`src/osf_cfg_pkg.sv`:
```
package osf_cfg_pkg;

	//////////////////////////////
	// channel layout
	//////////////////////////////

	localparam int N_CHAN = 4;		// filters sharing one result bus
	localparam int CHAN_W = 2;		// tag width on the result bus

	//////////////////////////////
	// datapath widths
	//////////////////////////////

	localparam int W_IN = 18;		// signed adc sample
	localparam int W_OUT = 18;		// signed averaged result

	// log2 of the oversample ratio
	// os 0..7 gives ratios 1..128
	localparam int W_OS = 3;

	// settling delay in valid samples
	// also sizes the shared window/delay counter
	localparam int W_DELAY = 16;

	// accumulator headroom for 2^7 full scale samples
	localparam int SUM_W = W_IN + 7;

endpackage

```
`src/osf_types_pkg.sv`:
```
package osf_types_pkg;

	//////////////////////////////
	// adc side
	//////////////////////////////

	// one sample plus its strobe
	typedef struct packed {
		logic signed [osf_cfg_pkg::W_IN-1:0] data;
		logic valid;		// one cycle per sample
	} adc_sample_t;

	typedef adc_sample_t [osf_cfg_pkg::N_CHAN-1:0] adc_bus_t;	// all channels

	//////////////////////////////
	// channel settings
	//////////////////////////////

	// latched settings a filter runs on
	typedef struct packed {
		logic [osf_cfg_pkg::W_OS-1:0] os;			// log2 ratio
		logic [osf_cfg_pkg::W_DELAY-1:0] delay;		// samples skipped between windows
		logic active;								// low holds the filter in idle
	} chan_param_t;

	// live front panel word with the same fields
	typedef struct packed {
		logic [osf_cfg_pkg::W_OS-1:0] os;
		logic [osf_cfg_pkg::W_DELAY-1:0] delay;
		logic active;
	} param_word_t;

	typedef param_word_t [osf_cfg_pkg::N_CHAN-1:0] panel_t;		// panel input
	typedef chan_param_t [osf_cfg_pkg::N_CHAN-1:0] param_vec_t;	// bank output

	//////////////////////////////
	// result side
	//////////////////////////////

	// tagged result on the shared bus
	typedef struct packed {
		logic [osf_cfg_pkg::CHAN_W-1:0] chan;
		logic signed [osf_cfg_pkg::W_OUT-1:0] data;
	} osf_result_t;

	// one filter output before arbitration
	typedef struct packed {
		logic signed [osf_cfg_pkg::W_OUT-1:0] data;
		logic valid;
	} chan_out_t;

	typedef chan_out_t [osf_cfg_pkg::N_CHAN-1:0] result_vec_t;	// filters to arbiter

endpackage

```
`src/oversample_filter.sv`:
```
`timescale 1ns/1ps

module oversample_filter (
	input  logic clk_in,
	input  logic reset_in,
	input  osf_types_pkg::adc_sample_t sample,		// one channel of the adc bus
	input  osf_types_pkg::chan_param_t param,		// latched bank settings
	output logic signed [osf_cfg_pkg::W_OUT-1:0] out_data,
	output logic out_valid
);

	//////////////////////////////
	// declarations
	//////////////////////////////

	typedef enum logic [1:0] {
		ST_IDLE,
		ST_DELAY,
		ST_SAMPLE,
		ST_SEND
	} state_t;

	state_t state;
	state_t state_nxt;

	logic [osf_cfg_pkg::W_DELAY-1:0] cnt;			// valid samples seen in this state
	logic [osf_cfg_pkg::W_DELAY-1:0] win_last;		// 2^os - 1
	logic [osf_cfg_pkg::W_DELAY-1:0] dly_last;		// delay - 1
	logic [osf_cfg_pkg::W_OS-1:0] os_cur;			// ratio of the running window
	logic [osf_cfg_pkg::W_DELAY-1:0] delay_cur;	// delay after the running window
	logic signed [osf_cfg_pkg::SUM_W-1:0] sum;
	logic signed [osf_cfg_pkg::SUM_W-1:0] sum_shr;
	logic enter_sample;								// new window starts next edge

	//////////////////////////////
	// compare values
	//////////////////////////////

	// all ones shifted up by os then inverted leaves os low ones
	assign win_last = ~({osf_cfg_pkg::W_DELAY{1'b1}} << os_cur);
	assign dly_last = delay_cur - 1'b1;		// only read in DELAY where delay is nonzero

	//////////////////////////////
	// next state
	//////////////////////////////

	always_comb begin
		state_nxt = state;
		case (state)
			ST_IDLE: begin
				if (param.active)
					state_nxt = ST_SAMPLE;		// no settling before the first window
			end
			ST_SAMPLE: begin
				if (sample.valid && cnt == win_last)
					state_nxt = ST_SEND;		// last sample of the window
			end
			ST_SEND: begin
				// zero delay goes straight to the next window
				state_nxt = (delay_cur == '0) ? ST_SAMPLE : ST_DELAY;
			end
			ST_DELAY: begin
				if (sample.valid && cnt == dly_last)
					state_nxt = ST_SAMPLE;		// delay-th discard done
			end
			default: state_nxt = ST_IDLE;
		endcase
	end

	assign enter_sample = (state_nxt == ST_SAMPLE) && (state != ST_SAMPLE);

	//////////////////////////////
	// control registers
	//////////////////////////////

	always_ff @(posedge clk_in) begin
		if (reset_in || !param.active) begin
			state <= ST_IDLE;		// deactivation acts as a local reset
			cnt <= '0;
		end else begin
			state <= state_nxt;
			if (state_nxt != state)
				cnt <= '0;		// every state counts from zero
			else if (sample.valid && (state == ST_SAMPLE || state == ST_DELAY))
				cnt <= cnt + 1'b1;
		end
	end

	//////////////////////////////
	// accumulator
	//////////////////////////////

	always_ff @(posedge clk_in) begin
		if (!param.active) begin
			sum <= '0;		// partial window dropped
		end else if (enter_sample) begin
			sum <= '0;
			os_cur <= param.os;		// window settings frozen here
			delay_cur <= param.delay;
		end else if (state == ST_SAMPLE && sample.valid) begin
			sum <= sum + sample.data;		// sign extended to SUM_W
		end
	end

	// divide by 2^os with floor then keep the low W_OUT bits
	assign sum_shr = sum >>> os_cur;
	assign out_data = sum_shr[osf_cfg_pkg::W_OUT-1:0];
	assign out_valid = (state == ST_SEND);		// one cycle per window

endmodule

```
`src/osf_param_bank.sv`:
```
`timescale 1ns/1ps

module osf_param_bank (
	input  logic clk_in,
	input  logic reset_in,
	input  osf_types_pkg::panel_t panel,					// live front panel words
	input  logic [osf_cfg_pkg::N_CHAN-1:0] update_en,		// per channel update mask
	input  logic update,									// load pulse
	output osf_types_pkg::param_vec_t params				// settings the filters run on
);

	//////////////////////////////
	// per channel latches
	//////////////////////////////

	genvar g;
	generate
		for (g = 0; g < osf_cfg_pkg::N_CHAN; g++) begin : g_chan
			logic load;		// this channel takes its panel word

			assign load = update && update_en[g];

			always_ff @(posedge clk_in) begin
				if (reset_in) begin
					// inactive with ratio 1 and no delay
					params[g].active <= 1'b0;
					params[g].os <= '0;
					params[g].delay <= '0;
				end else if (load) begin
					params[g].active <= panel[g].active;
					params[g].os <= panel[g].os;		// picked up at the next window
					params[g].delay <= panel[g].delay;
				end
			end
		end
	endgenerate

	// masked channels keep what they had
	// visible to the filters one cycle after the pulse

endmodule

```
`src/osf_result_arbiter.sv`:
```
`timescale 1ns/1ps

module osf_result_arbiter (
	input  logic clk_in,
	input  logic reset_in,
	input  osf_types_pkg::result_vec_t in_data,		// filter strobes and values
	output osf_types_pkg::osf_result_t result,		// tagged result toward the core
	output logic result_valid
);

	//////////////////////////////
	// declarations
	//////////////////////////////

	logic [osf_cfg_pkg::N_CHAN-1:0] pending;		// slot holds an unsent result
	logic [osf_cfg_pkg::N_CHAN-1:0] req;
	logic [osf_cfg_pkg::N_CHAN-1:0] gnt_oh;
	logic signed [osf_cfg_pkg::W_OUT-1:0] slot_data [osf_cfg_pkg::N_CHAN];
	logic [osf_cfg_pkg::CHAN_W-1:0] ptr;			// first channel to look at
	logic [osf_cfg_pkg::CHAN_W-1:0] gnt_idx;
	logic gnt_any;
	logic signed [osf_cfg_pkg::W_OUT-1:0] gnt_data;

	//////////////////////////////
	// round robin pick
	//////////////////////////////

	always_comb begin
		for (int ch = 0; ch < osf_cfg_pkg::N_CHAN; ch++)
			req[ch] = pending[ch] || in_data[ch].valid;		// fresh strobes bypass the slot
	end

	always_comb begin
		logic [osf_cfg_pkg::CHAN_W-1:0] idx;
		gnt_any = 1'b0;
		gnt_idx = ptr;
		gnt_oh = '0;
		// walk backwards so the nearest request wins
		for (int k = osf_cfg_pkg::N_CHAN - 1; k >= 0; k--) begin
			idx = ptr + k[osf_cfg_pkg::CHAN_W-1:0];		// wraps with the tag width
			if (req[idx]) begin
				gnt_any = 1'b1;
				gnt_idx = idx;
				gnt_oh = '0;
				gnt_oh[idx] = 1'b1;
			end
		end
	end

	// older pending value goes first
	assign gnt_data = pending[gnt_idx] ? slot_data[gnt_idx] : in_data[gnt_idx].data;

	//////////////////////////////
	// slots and pointer
	//////////////////////////////

	always_ff @(posedge clk_in) begin
		if (reset_in) begin
			pending <= '0;
			ptr <= '0;
			result_valid <= 1'b0;
		end else begin
			result_valid <= gnt_any;
			if (gnt_any)
				ptr <= gnt_idx + 1'b1;		// skip past the winner
			for (int ch = 0; ch < osf_cfg_pkg::N_CHAN; ch++) begin
				if (gnt_oh[ch])
					pending[ch] <= pending[ch] && in_data[ch].valid;	// new strobe waits
				else if (in_data[ch].valid)
					pending[ch] <= 1'b1;
			end
		end
	end

	always_ff @(posedge clk_in) begin
		for (int ch = 0; ch < osf_cfg_pkg::N_CHAN; ch++) begin
			if (in_data[ch].valid)
				slot_data[ch] <= in_data[ch].data;
		end
		result.chan <= gnt_idx;		// tag travels with the value
		result.data <= gnt_data;
	end

endmodule

```
`src/osf_array_top.sv`:
```
`timescale 1ns/1ps

module osf_array_top (
	input  logic clk_in,
	input  logic reset_in,
	input  osf_types_pkg::adc_bus_t adc,					// one sample stream per channel
	input  osf_types_pkg::panel_t panel,					// front panel words
	input  logic [osf_cfg_pkg::N_CHAN-1:0] update_en,
	input  logic update,
	output osf_types_pkg::osf_result_t result,			// shared result bus
	output logic result_valid
);

	//////////////////////////////
	// internal nets
	//////////////////////////////

	wire osf_types_pkg::param_vec_t params;		// bank to filters
	wire osf_types_pkg::result_vec_t filt;		// filters to arbiter

	//////////////////////////////
	// parameter bank
	//////////////////////////////

	osf_param_bank u_bank (
		.clk_in    (clk_in),
		.reset_in  (reset_in),
		.panel     (panel),
		.update_en (update_en),
		.update    (update),
		.params    (params)
	);

	//////////////////////////////
	// filters
	//////////////////////////////

	genvar g;
	generate
		for (g = 0; g < osf_cfg_pkg::N_CHAN; g++) begin : g_filt
			oversample_filter u_filt (
				.clk_in    (clk_in),
				.reset_in  (reset_in),
				.sample    (adc[g]),
				.param     (params[g]),
				.out_data  (filt[g].data),
				.out_valid (filt[g].valid)
			);
		end
	endgenerate

	//////////////////////////////
	// result bus
	//////////////////////////////

	osf_result_arbiter u_arb (
		.clk_in       (clk_in),
		.reset_in     (reset_in),
		.in_data      (filt),
		.result       (result),
		.result_valid (result_valid)
	);

endmodule

```
`config.mk`:
```
export PLATFORM = sky130hd
export DESIGN_NAME = osf_array_top
export DESIGN_NICKNAME = d
export VERILOG_FILES = /design/src/osf_cfg_pkg.sv /design/src/osf_types_pkg.sv /design/src/oversample_filter.sv /design/src/osf_param_bank.sv /design/src/osf_result_arbiter.sv /design/src/osf_array_top.sv
export SDC_FILE = /design/constraint.sdc
export NUM_CORES = 1
export LEC_CHECK = 0
export BUFFER_PORTS_ARGS = -buffer_cell sky130_fd_sc_hd__buf_2
export CAP_MARGIN = 20
export CORE_ASPECT_RATIO = 1.25
export CORE_MARGIN = 1
export CORE_UTILIZATION = 50
export CTS_BUF_LIST = sky130_fd_sc_hd__clkbuf_8
export DETAILED_ROUTE_END_ITERATION = 7
export HOLD_SLACK_MARGIN = 0.1
export PLACE_DENSITY_LB_ADDON = 0.25
export SLEW_MARGIN = 15
export SYNTH_ARGS = -nofsm -noshare
export SYNTH_HDL_FRONTEND = slang
export SYNTH_HIERARCHICAL = 1
export SYNTH_SLANG_ARGS = --single-unit
```
`constraint.sdc`:
```
create_clock -name clk_in -period 4.3 [get_ports clk_in]
set_input_delay 0.43 -clock clk_in [delete_from_list [all_inputs] [get_ports clk_in]]
set_output_delay 0.43 -clock clk_in [all_outputs]
set_load 0.1 [all_outputs]
```
[Yosys cells after proc, flatten, opt, wreduce, memory -nomap -nowiden]
Memory sizes are Yosys's and may differ from the RTL's.
Cells that the tools add are included.
Word-level totals
  input bits: 163
  bits in registers: 355
  output and inout bits: 21
  bits in writable memories: 72
  memories: 1
  logic and storage cells: 255
Memories
  u_arb.slot_data: depth 4, width 18, read ports 1, clocked after memory_dff 0, write ports 4, line osf_result_arbiter.sv:18  | logic signed [osf_cfg_pkg::W_OUT-1:0] slot_data [osf_cfg_pkg::N_CHAN];
Cells by class
  reductions and logical operators: 72
  multiplexer cells: 69
  $lt $le $gt $ge: 9
  shift-type cells: 8
  equal/unequal tests: 32
  add/subtract/negate cells: 16
  bitwise gates (word level): 8
Operator list (number)
  $eq 16x16->1: 8
  $add 25x18->25: 4
  $sshr 25x3->18: 4
  $add 16x1->16 const B: 4
  $logic_not 16->1: 4
  $not 16->16: 4
  $shl 16x3->16 const A: 4
  $sub 16x1->16 const B: 4
  $mux 2: 20
  $bmux 19 s2: 1
  $logic_and 1x1->1: 32
  $pmux 2 s4: 4
  $mux 1: 29
  $eq 2x2->1 const B: 12
  $mux 19: 1
  $mux 18: 1
  $mux 4: 4
  $reduce_or 2->1: 8
  $lt 2x3->1 const B: 5
  $logic_or 1x1->1: 12
  $bmux 1 s2: 5
  $demux 1 s2: 4
  $eq 2x1->1 const B: 4
  $ge 2x1->1 const B: 4
  9 further kinds: 32

[Longest topological paths before layout]
  depth after elaboration: 11
  mapped depth: 12
  depth with buffers taken out: 11

[Hierarchy]
Netlist, hierarchy kept.
Modules (own cells, without submodules)
  oversample_filter at g_filt[0].u_filt ...: times used 2, cells an instance 633, seq. area each 1431.4 um^2, area an instance 5108.6 um^2
  oversample_filter at g_filt[2].u_filt: times used 1, cells an instance 635, seq. area each 1431.4 um^2, area an instance 5208.7 um^2
  oversample_filter at g_filt[3].u_filt: times used 1, cells an instance 623, seq. area each 1431.4 um^2, area an instance 5141.2 um^2
  osf_result_arbiter: times used 1, cells an instance 380, seq. area each 2702.6 um^2, area an instance 4615.7 um^2
  osf_param_bank: times used 1, cells an instance 363, seq. area each 1601.5 um^2, area an instance 3457.1 um^2

[Least setup slack after synthesis]
No wires, ideal clock.
  path type: register to register
  start point: reg g_filt[2].u_filt/delay_cur[0] (netlist name)
  end point: reg g_filt[2].u_filt/delay_cur[0] (netlist name) (enable)
  library setup time: 0.419 ns
  required time: 3.881 ns
  setup slack: 0.339 ns
  path buffers: 0
  stages on the path, launching flop included: 11
  arrival time: 3.542 ns
  clock period less this slack: 3.961 ns
  cell sequence: edfxtp_1 > inv_1 > ha_1 > nor4b_4 > and4b_2 > a21boi_2 > nor3_2 > a2111oi_4 > nand3_1 > o21a_1 > nor3_1
On the way
  cells in the longest elaborated chain, start to end: 8
  elaborated cells between the ends (all ways): 10
  classes of those cells: 1 x add/sub; 2 x eq/ne; 3 x mux; 4 x reduce/logical
Ends and longest elaborated chain
  from (decl): line oversample_filter.sv:30  | logic [osf_cfg_pkg::W_DELAY-1:0] delay_cur;
  from (signal assigned): line oversample_filter.sv:99  | delay_cur <= param.delay;
  $sub 16x1->16: line oversample_filter.sv:41  | assign dly_last = delay_cur - 1'b1;
  $eq 16x16->1: line oversample_filter.sv:63  | if (sample.valid && cnt == dly_last)
  $logic_and 1x1->1: line oversample_filter.sv:63
  $mux 2: line oversample_filter.sv:63
  $pmux 2 s4 (*): line oversample_filter.sv:49  | case (state)
  $eq 2x2->1 (*): line oversample_filter.sv:70  | assign enter_sample = (state_nxt == ST_SAMPLE) && (state != ST_SAMPLE);
  $logic_and 1x1->1 (*): line oversample_filter.sv:70
  $reduce_and 2->1 (no line) (*)
Mark *: on every way between the ends. The rest lies on a longest branch, timed or not.
A chain may end at the register's enable or synchronous reset.

[Worst setup path after layout]
  start point: reg g_filt[3].u_filt/os_cur[1] (netlist name)
  end point: reg g_filt[3].u_filt/sum[1] (netlist name)
On the way
  cells in the longest elaborated chain, start to end: 9
Ends and longest elaborated chain
  from (decl): line oversample_filter.sv:29  | logic [osf_cfg_pkg::W_OS-1:0] os_cur;
  from (signal assigned): line oversample_filter.sv:98  | os_cur <= param.os;
  $shl 16x3->16: line oversample_filter.sv:40  | assign win_last = ~({osf_cfg_pkg::W_DELAY{1'b1}} << os_cur);
  $not 16->16: line oversample_filter.sv:40
  $eq 16x16->1: line oversample_filter.sv:55  | if (sample.valid && cnt == win_last)
  $logic_and 1x1->1: line oversample_filter.sv:55
  $mux 2: line oversample_filter.sv:55
  $pmux 2 s4: line oversample_filter.sv:49
  $eq 2x2->1: line oversample_filter.sv:70
  $logic_and 1x1->1: line oversample_filter.sv:70
  $reduce_or 2->1 (no line)
  to (signal assigned): line oversample_filter.sv:101  | sum <= sum + sample.data;
  to (decl): line oversample_filter.sv:31  | logic signed [osf_cfg_pkg::SUM_W-1:0] sum;
No other way between the ends.

==> flow_metrics.env <==
export IMPL_drive_gt1_frac=0.1538
export IMPL_core_sq_um=56310
export IMPL_fp_row_count=97
export IMPL_synth_avg_cell_area_sq_um=8.766
export IMPL_yosys_top_cells_count="nand2_1, dfxtp_1, a21oi_1"
export IMPL_holdBufCountCts=83
export IMPL_drc=0
export IMPL_ys_flop_type="dfxtp_1"
export IMPL_p_sw_w=0.002181
export IMPL_period_share=0.8543
export IMPL_cts_max_level=3
export IMPL_ant_nets=0
export IMPL_wl_mm=76.04
export IMPL_r2r_start="g_filt[3].u_filt/os_cur[1]$_DFFE_PP_"
export IMPL_fmax_mhz=272.2
export IMPL_hold_start="adc[39]"
export IMPL_design_area_sq_um=32200
export IMPL_dp_cells=4040
export IMPL_layout_cells_non_filler=4261
export IMPL_worst_pin_slew_ns=1.123
export IMPL_synth_cell_types=108
export IMPL_ioPinCount=184
export IMPL_postCtsSetupRepairBufs=0
export IMPL_powerDensity_nw_per_um2=265.5
export IMPL_grt_pass1_wl_mm=123.2
export IMPL_insertion_delay_ns=0.67
export IMPL_critPathLaunch="g_filt[3].u_filt/os_cur[1]$_DFFE_PP_"
export IMPL_internal_power_w=0.006368
export IMPL_overflow=0
export IMPL_routedWlPerCell_um=17.85
export IMPL_final_min_clock_period_ns=3.674
export IMPL_hold_slack_ns=0.1597
export IMPL_dieArea_sq_um=58250
export IMPL_syn_inst=3267
export IMPL_power_frac_comb=0.080
export IMPL_rsz0062_at_grt="no"
export IMPL_synth_edff_count=148
export IMPL_path_max_fanout=25
export IMPL_setup_viol=0
export IMPL_drt_iter0_drc=1870
export IMPL_maxSlewViolCount=0
export IMPL_grt_max_degree=102
export IMPL_hpwlAfterDp_mm=54.91
export IMPL_start_util=0.5086
export IMPL_slew_headroom=0.2510
export IMPL_async_flop_share=0
export IMPL_arrival_ns=4.22
export IMPL_dr_pass1_iters=5
export IMPL_fin_tns_setup_ns=0
export IMPL_die_x_um=216.1
export IMPL_swShare=0.2551
export IMPL_root_buffer="clkbuf_8"
export IMPL_postCtsResizedCells=0
export IMPL_yosys_area_top_type="dfxtp_1"
export IMPL_worstSetupEndpointType="flop"
export IMPL_finalHoldViolations=0
export IMPL_routed_via_count=25300
export IMPL_grt_pass1_vias=24560
export IMPL_cts_inserted_buffers=74
export IMPL_cts_tree="yes"
export IMPL_cts_clk_slew_worst_paths_ns=0.06
export IMPL_seqPwrFrac=0.500
export IMPL_grt_usage=0.2539
export IMPL_synth_top_area_frac=0.1950
export IMPL_place_gp_congestion=0.9079
export IMPL_hold_class="primary input to flop"
export IMPL_ys_seq_elements=427
export IMPL_vias_per_cell=5.938
export IMPL_die_h_um=269.6
export IMPL_grt_antenna_before_repair=1
export IMPL_synth_area_leaders="dfxtp_1, edfxtp_1, ha_1"
export IMPL_irDropWorstVdd_uv=260.8
export IMPL_cts_buffer_depth=3
export IMPL_place_area_sq_um=29950
export IMPL_status="completed"
export IMPL_port_buffers=183
export IMPL_cts_sinks=427
export IMPL_start_kind="flop"
export IMPL_syn_nets=3562
export IMPL_yosys_warnings=6
export IMPL_yosysMostFrequentCell="nand2_1"
export IMPL_cap_violations=0
export IMPL_path_class="flop to flop"
export IMPL_setup_slack_ns=0.6264
export IMPL_leakagePower_nw=12.16
export IMPL_p_clk_frac=0.420
export IMPL_seq_area_frac_synth=0.3502
export IMPL_syn_area_sq_um=28640
export IMPL_critPathRequiredTime_ns=4.85
export IMPL_area_growth_pct=12.43
export IMPL_finalNetCount=3753
export IMPL_post_place_ws_ns=0.7295
export IMPL_finalClockSkew_ns=0.03177
## layer usage
metal,global-route usage,vias to the layer above,routed length [um]
met2,0.4284,716,36290
met4,0.1014,0,2510
met5,0,-,0
met1,0.3279,11990,33750
met3,0.03080,159,3495
li1,-,12430,-
## logic make-up after synthesis
family                   Yosys count  synth area share
AND/OR/NAND/NOR                 1134            0.1989
XOR/XNOR                         186           0.05688
AO/OA/AOI/OAI                    928            0.2250
multiplexers                     167           0.06592
adder cells (fa/ha/maj)          132           0.05872
buffers and inverters            293           0.04443
flip-flops                       427            0.3502
## critical path, cell delays in order (launching register included)
cell	delay [ns]
edfxtp_1	0.66
buf_4	0.30
or3b_2	0.46
o21ai_0	0.09
o21ai_0	0.12
a2111oi_0	0.71
a211oi_2	0.15
o21ai_0	0.35
a211oi_4	0.11
buf_4	0.26
a2111oi_2	0.35
## stage by stage
stage / utilization / power [W]
2_1_floorplan: - / 0.004779
3_3_place_gp: 0.5318 / 0.004958
3_5_place_dp: 0.5318 / 0.004976
4_1_cts: 0.5715 / 0.008637
5_1_grt: 0.5718 / 0.008877
6_report: 0.5718 / 0.008549
## placed cells by master, fill, tap and decap left out, types with 61 or more instances in the layout
cell type and instances:
a21bo_2 61, a21oi_1 273, buf_2 181, clkbuf_8 80, dfxtp_1 279, dlygate4sd3_1 83, edfxtp_1 148, ha_1 128
inv_1 123, mux2i_1 102, nand2_1 287, nand3_1 167, nor2_1 265, nor3_1 88, o21ai_0 130, xnor2_1 90
xor2_1 96
## registers in the layout, indices dropped and copies added (netlist names)
register and cells:
g_filt.u_filt/sum 100, u_bank/params 80, u_arb/slot_data 72, g_filt.u_filt/cnt 64
g_filt.u_filt/delay_cur 64, u_arb/result 20, g_filt.u_filt/os_cur 12, g_filt.u_filt/state 8
u_arb/pending 4, u_arb/ptr 2, u_arb/result_valid 1
## power groups by stage
stage	logic, W	clock network, W	registers (W)
detailed placement	0.000618	0	0.00436
global placement	0.000603	0	0.00436
floorplan	0.000414	0	0.00437
global route	0.000751	0.00385	0.00428
finish	0.000687	0.00359	0.00427
CTS	0.000680	0.00369	0.00427
## path summary, 6_finish.rpt
kind,end,slack (ns),cells after the start
worst min-delay path,g_filt[2].u_filt/sum[0]$_SDFFE_PP0P_,0.16,4
worst max-delay path,g_filt[3].u_filt/sum[1]$_SDFFE_PP0P_,0.63,10
worst max register to register,g_filt[3].u_filt/sum[1]$_SDFFE_PP0P_,0.63,10
worst min register to register,g_filt[3].u_filt/delay_cur[12]$_DFFE_PP_,0.42,0
## layout make-up
type	count	area (sq um)
inverters	98	367.9
well taps	742	928.4
diodes	1	2.502
clock buffers	80	1101
clock inverters	56	304.0
multi-input cells	2547	17380
fillers	5073	24110
flip-flops and latches	427	10030
repair buffers	310	2090
No activity file was read; power rests on OpenSTA's default activity.
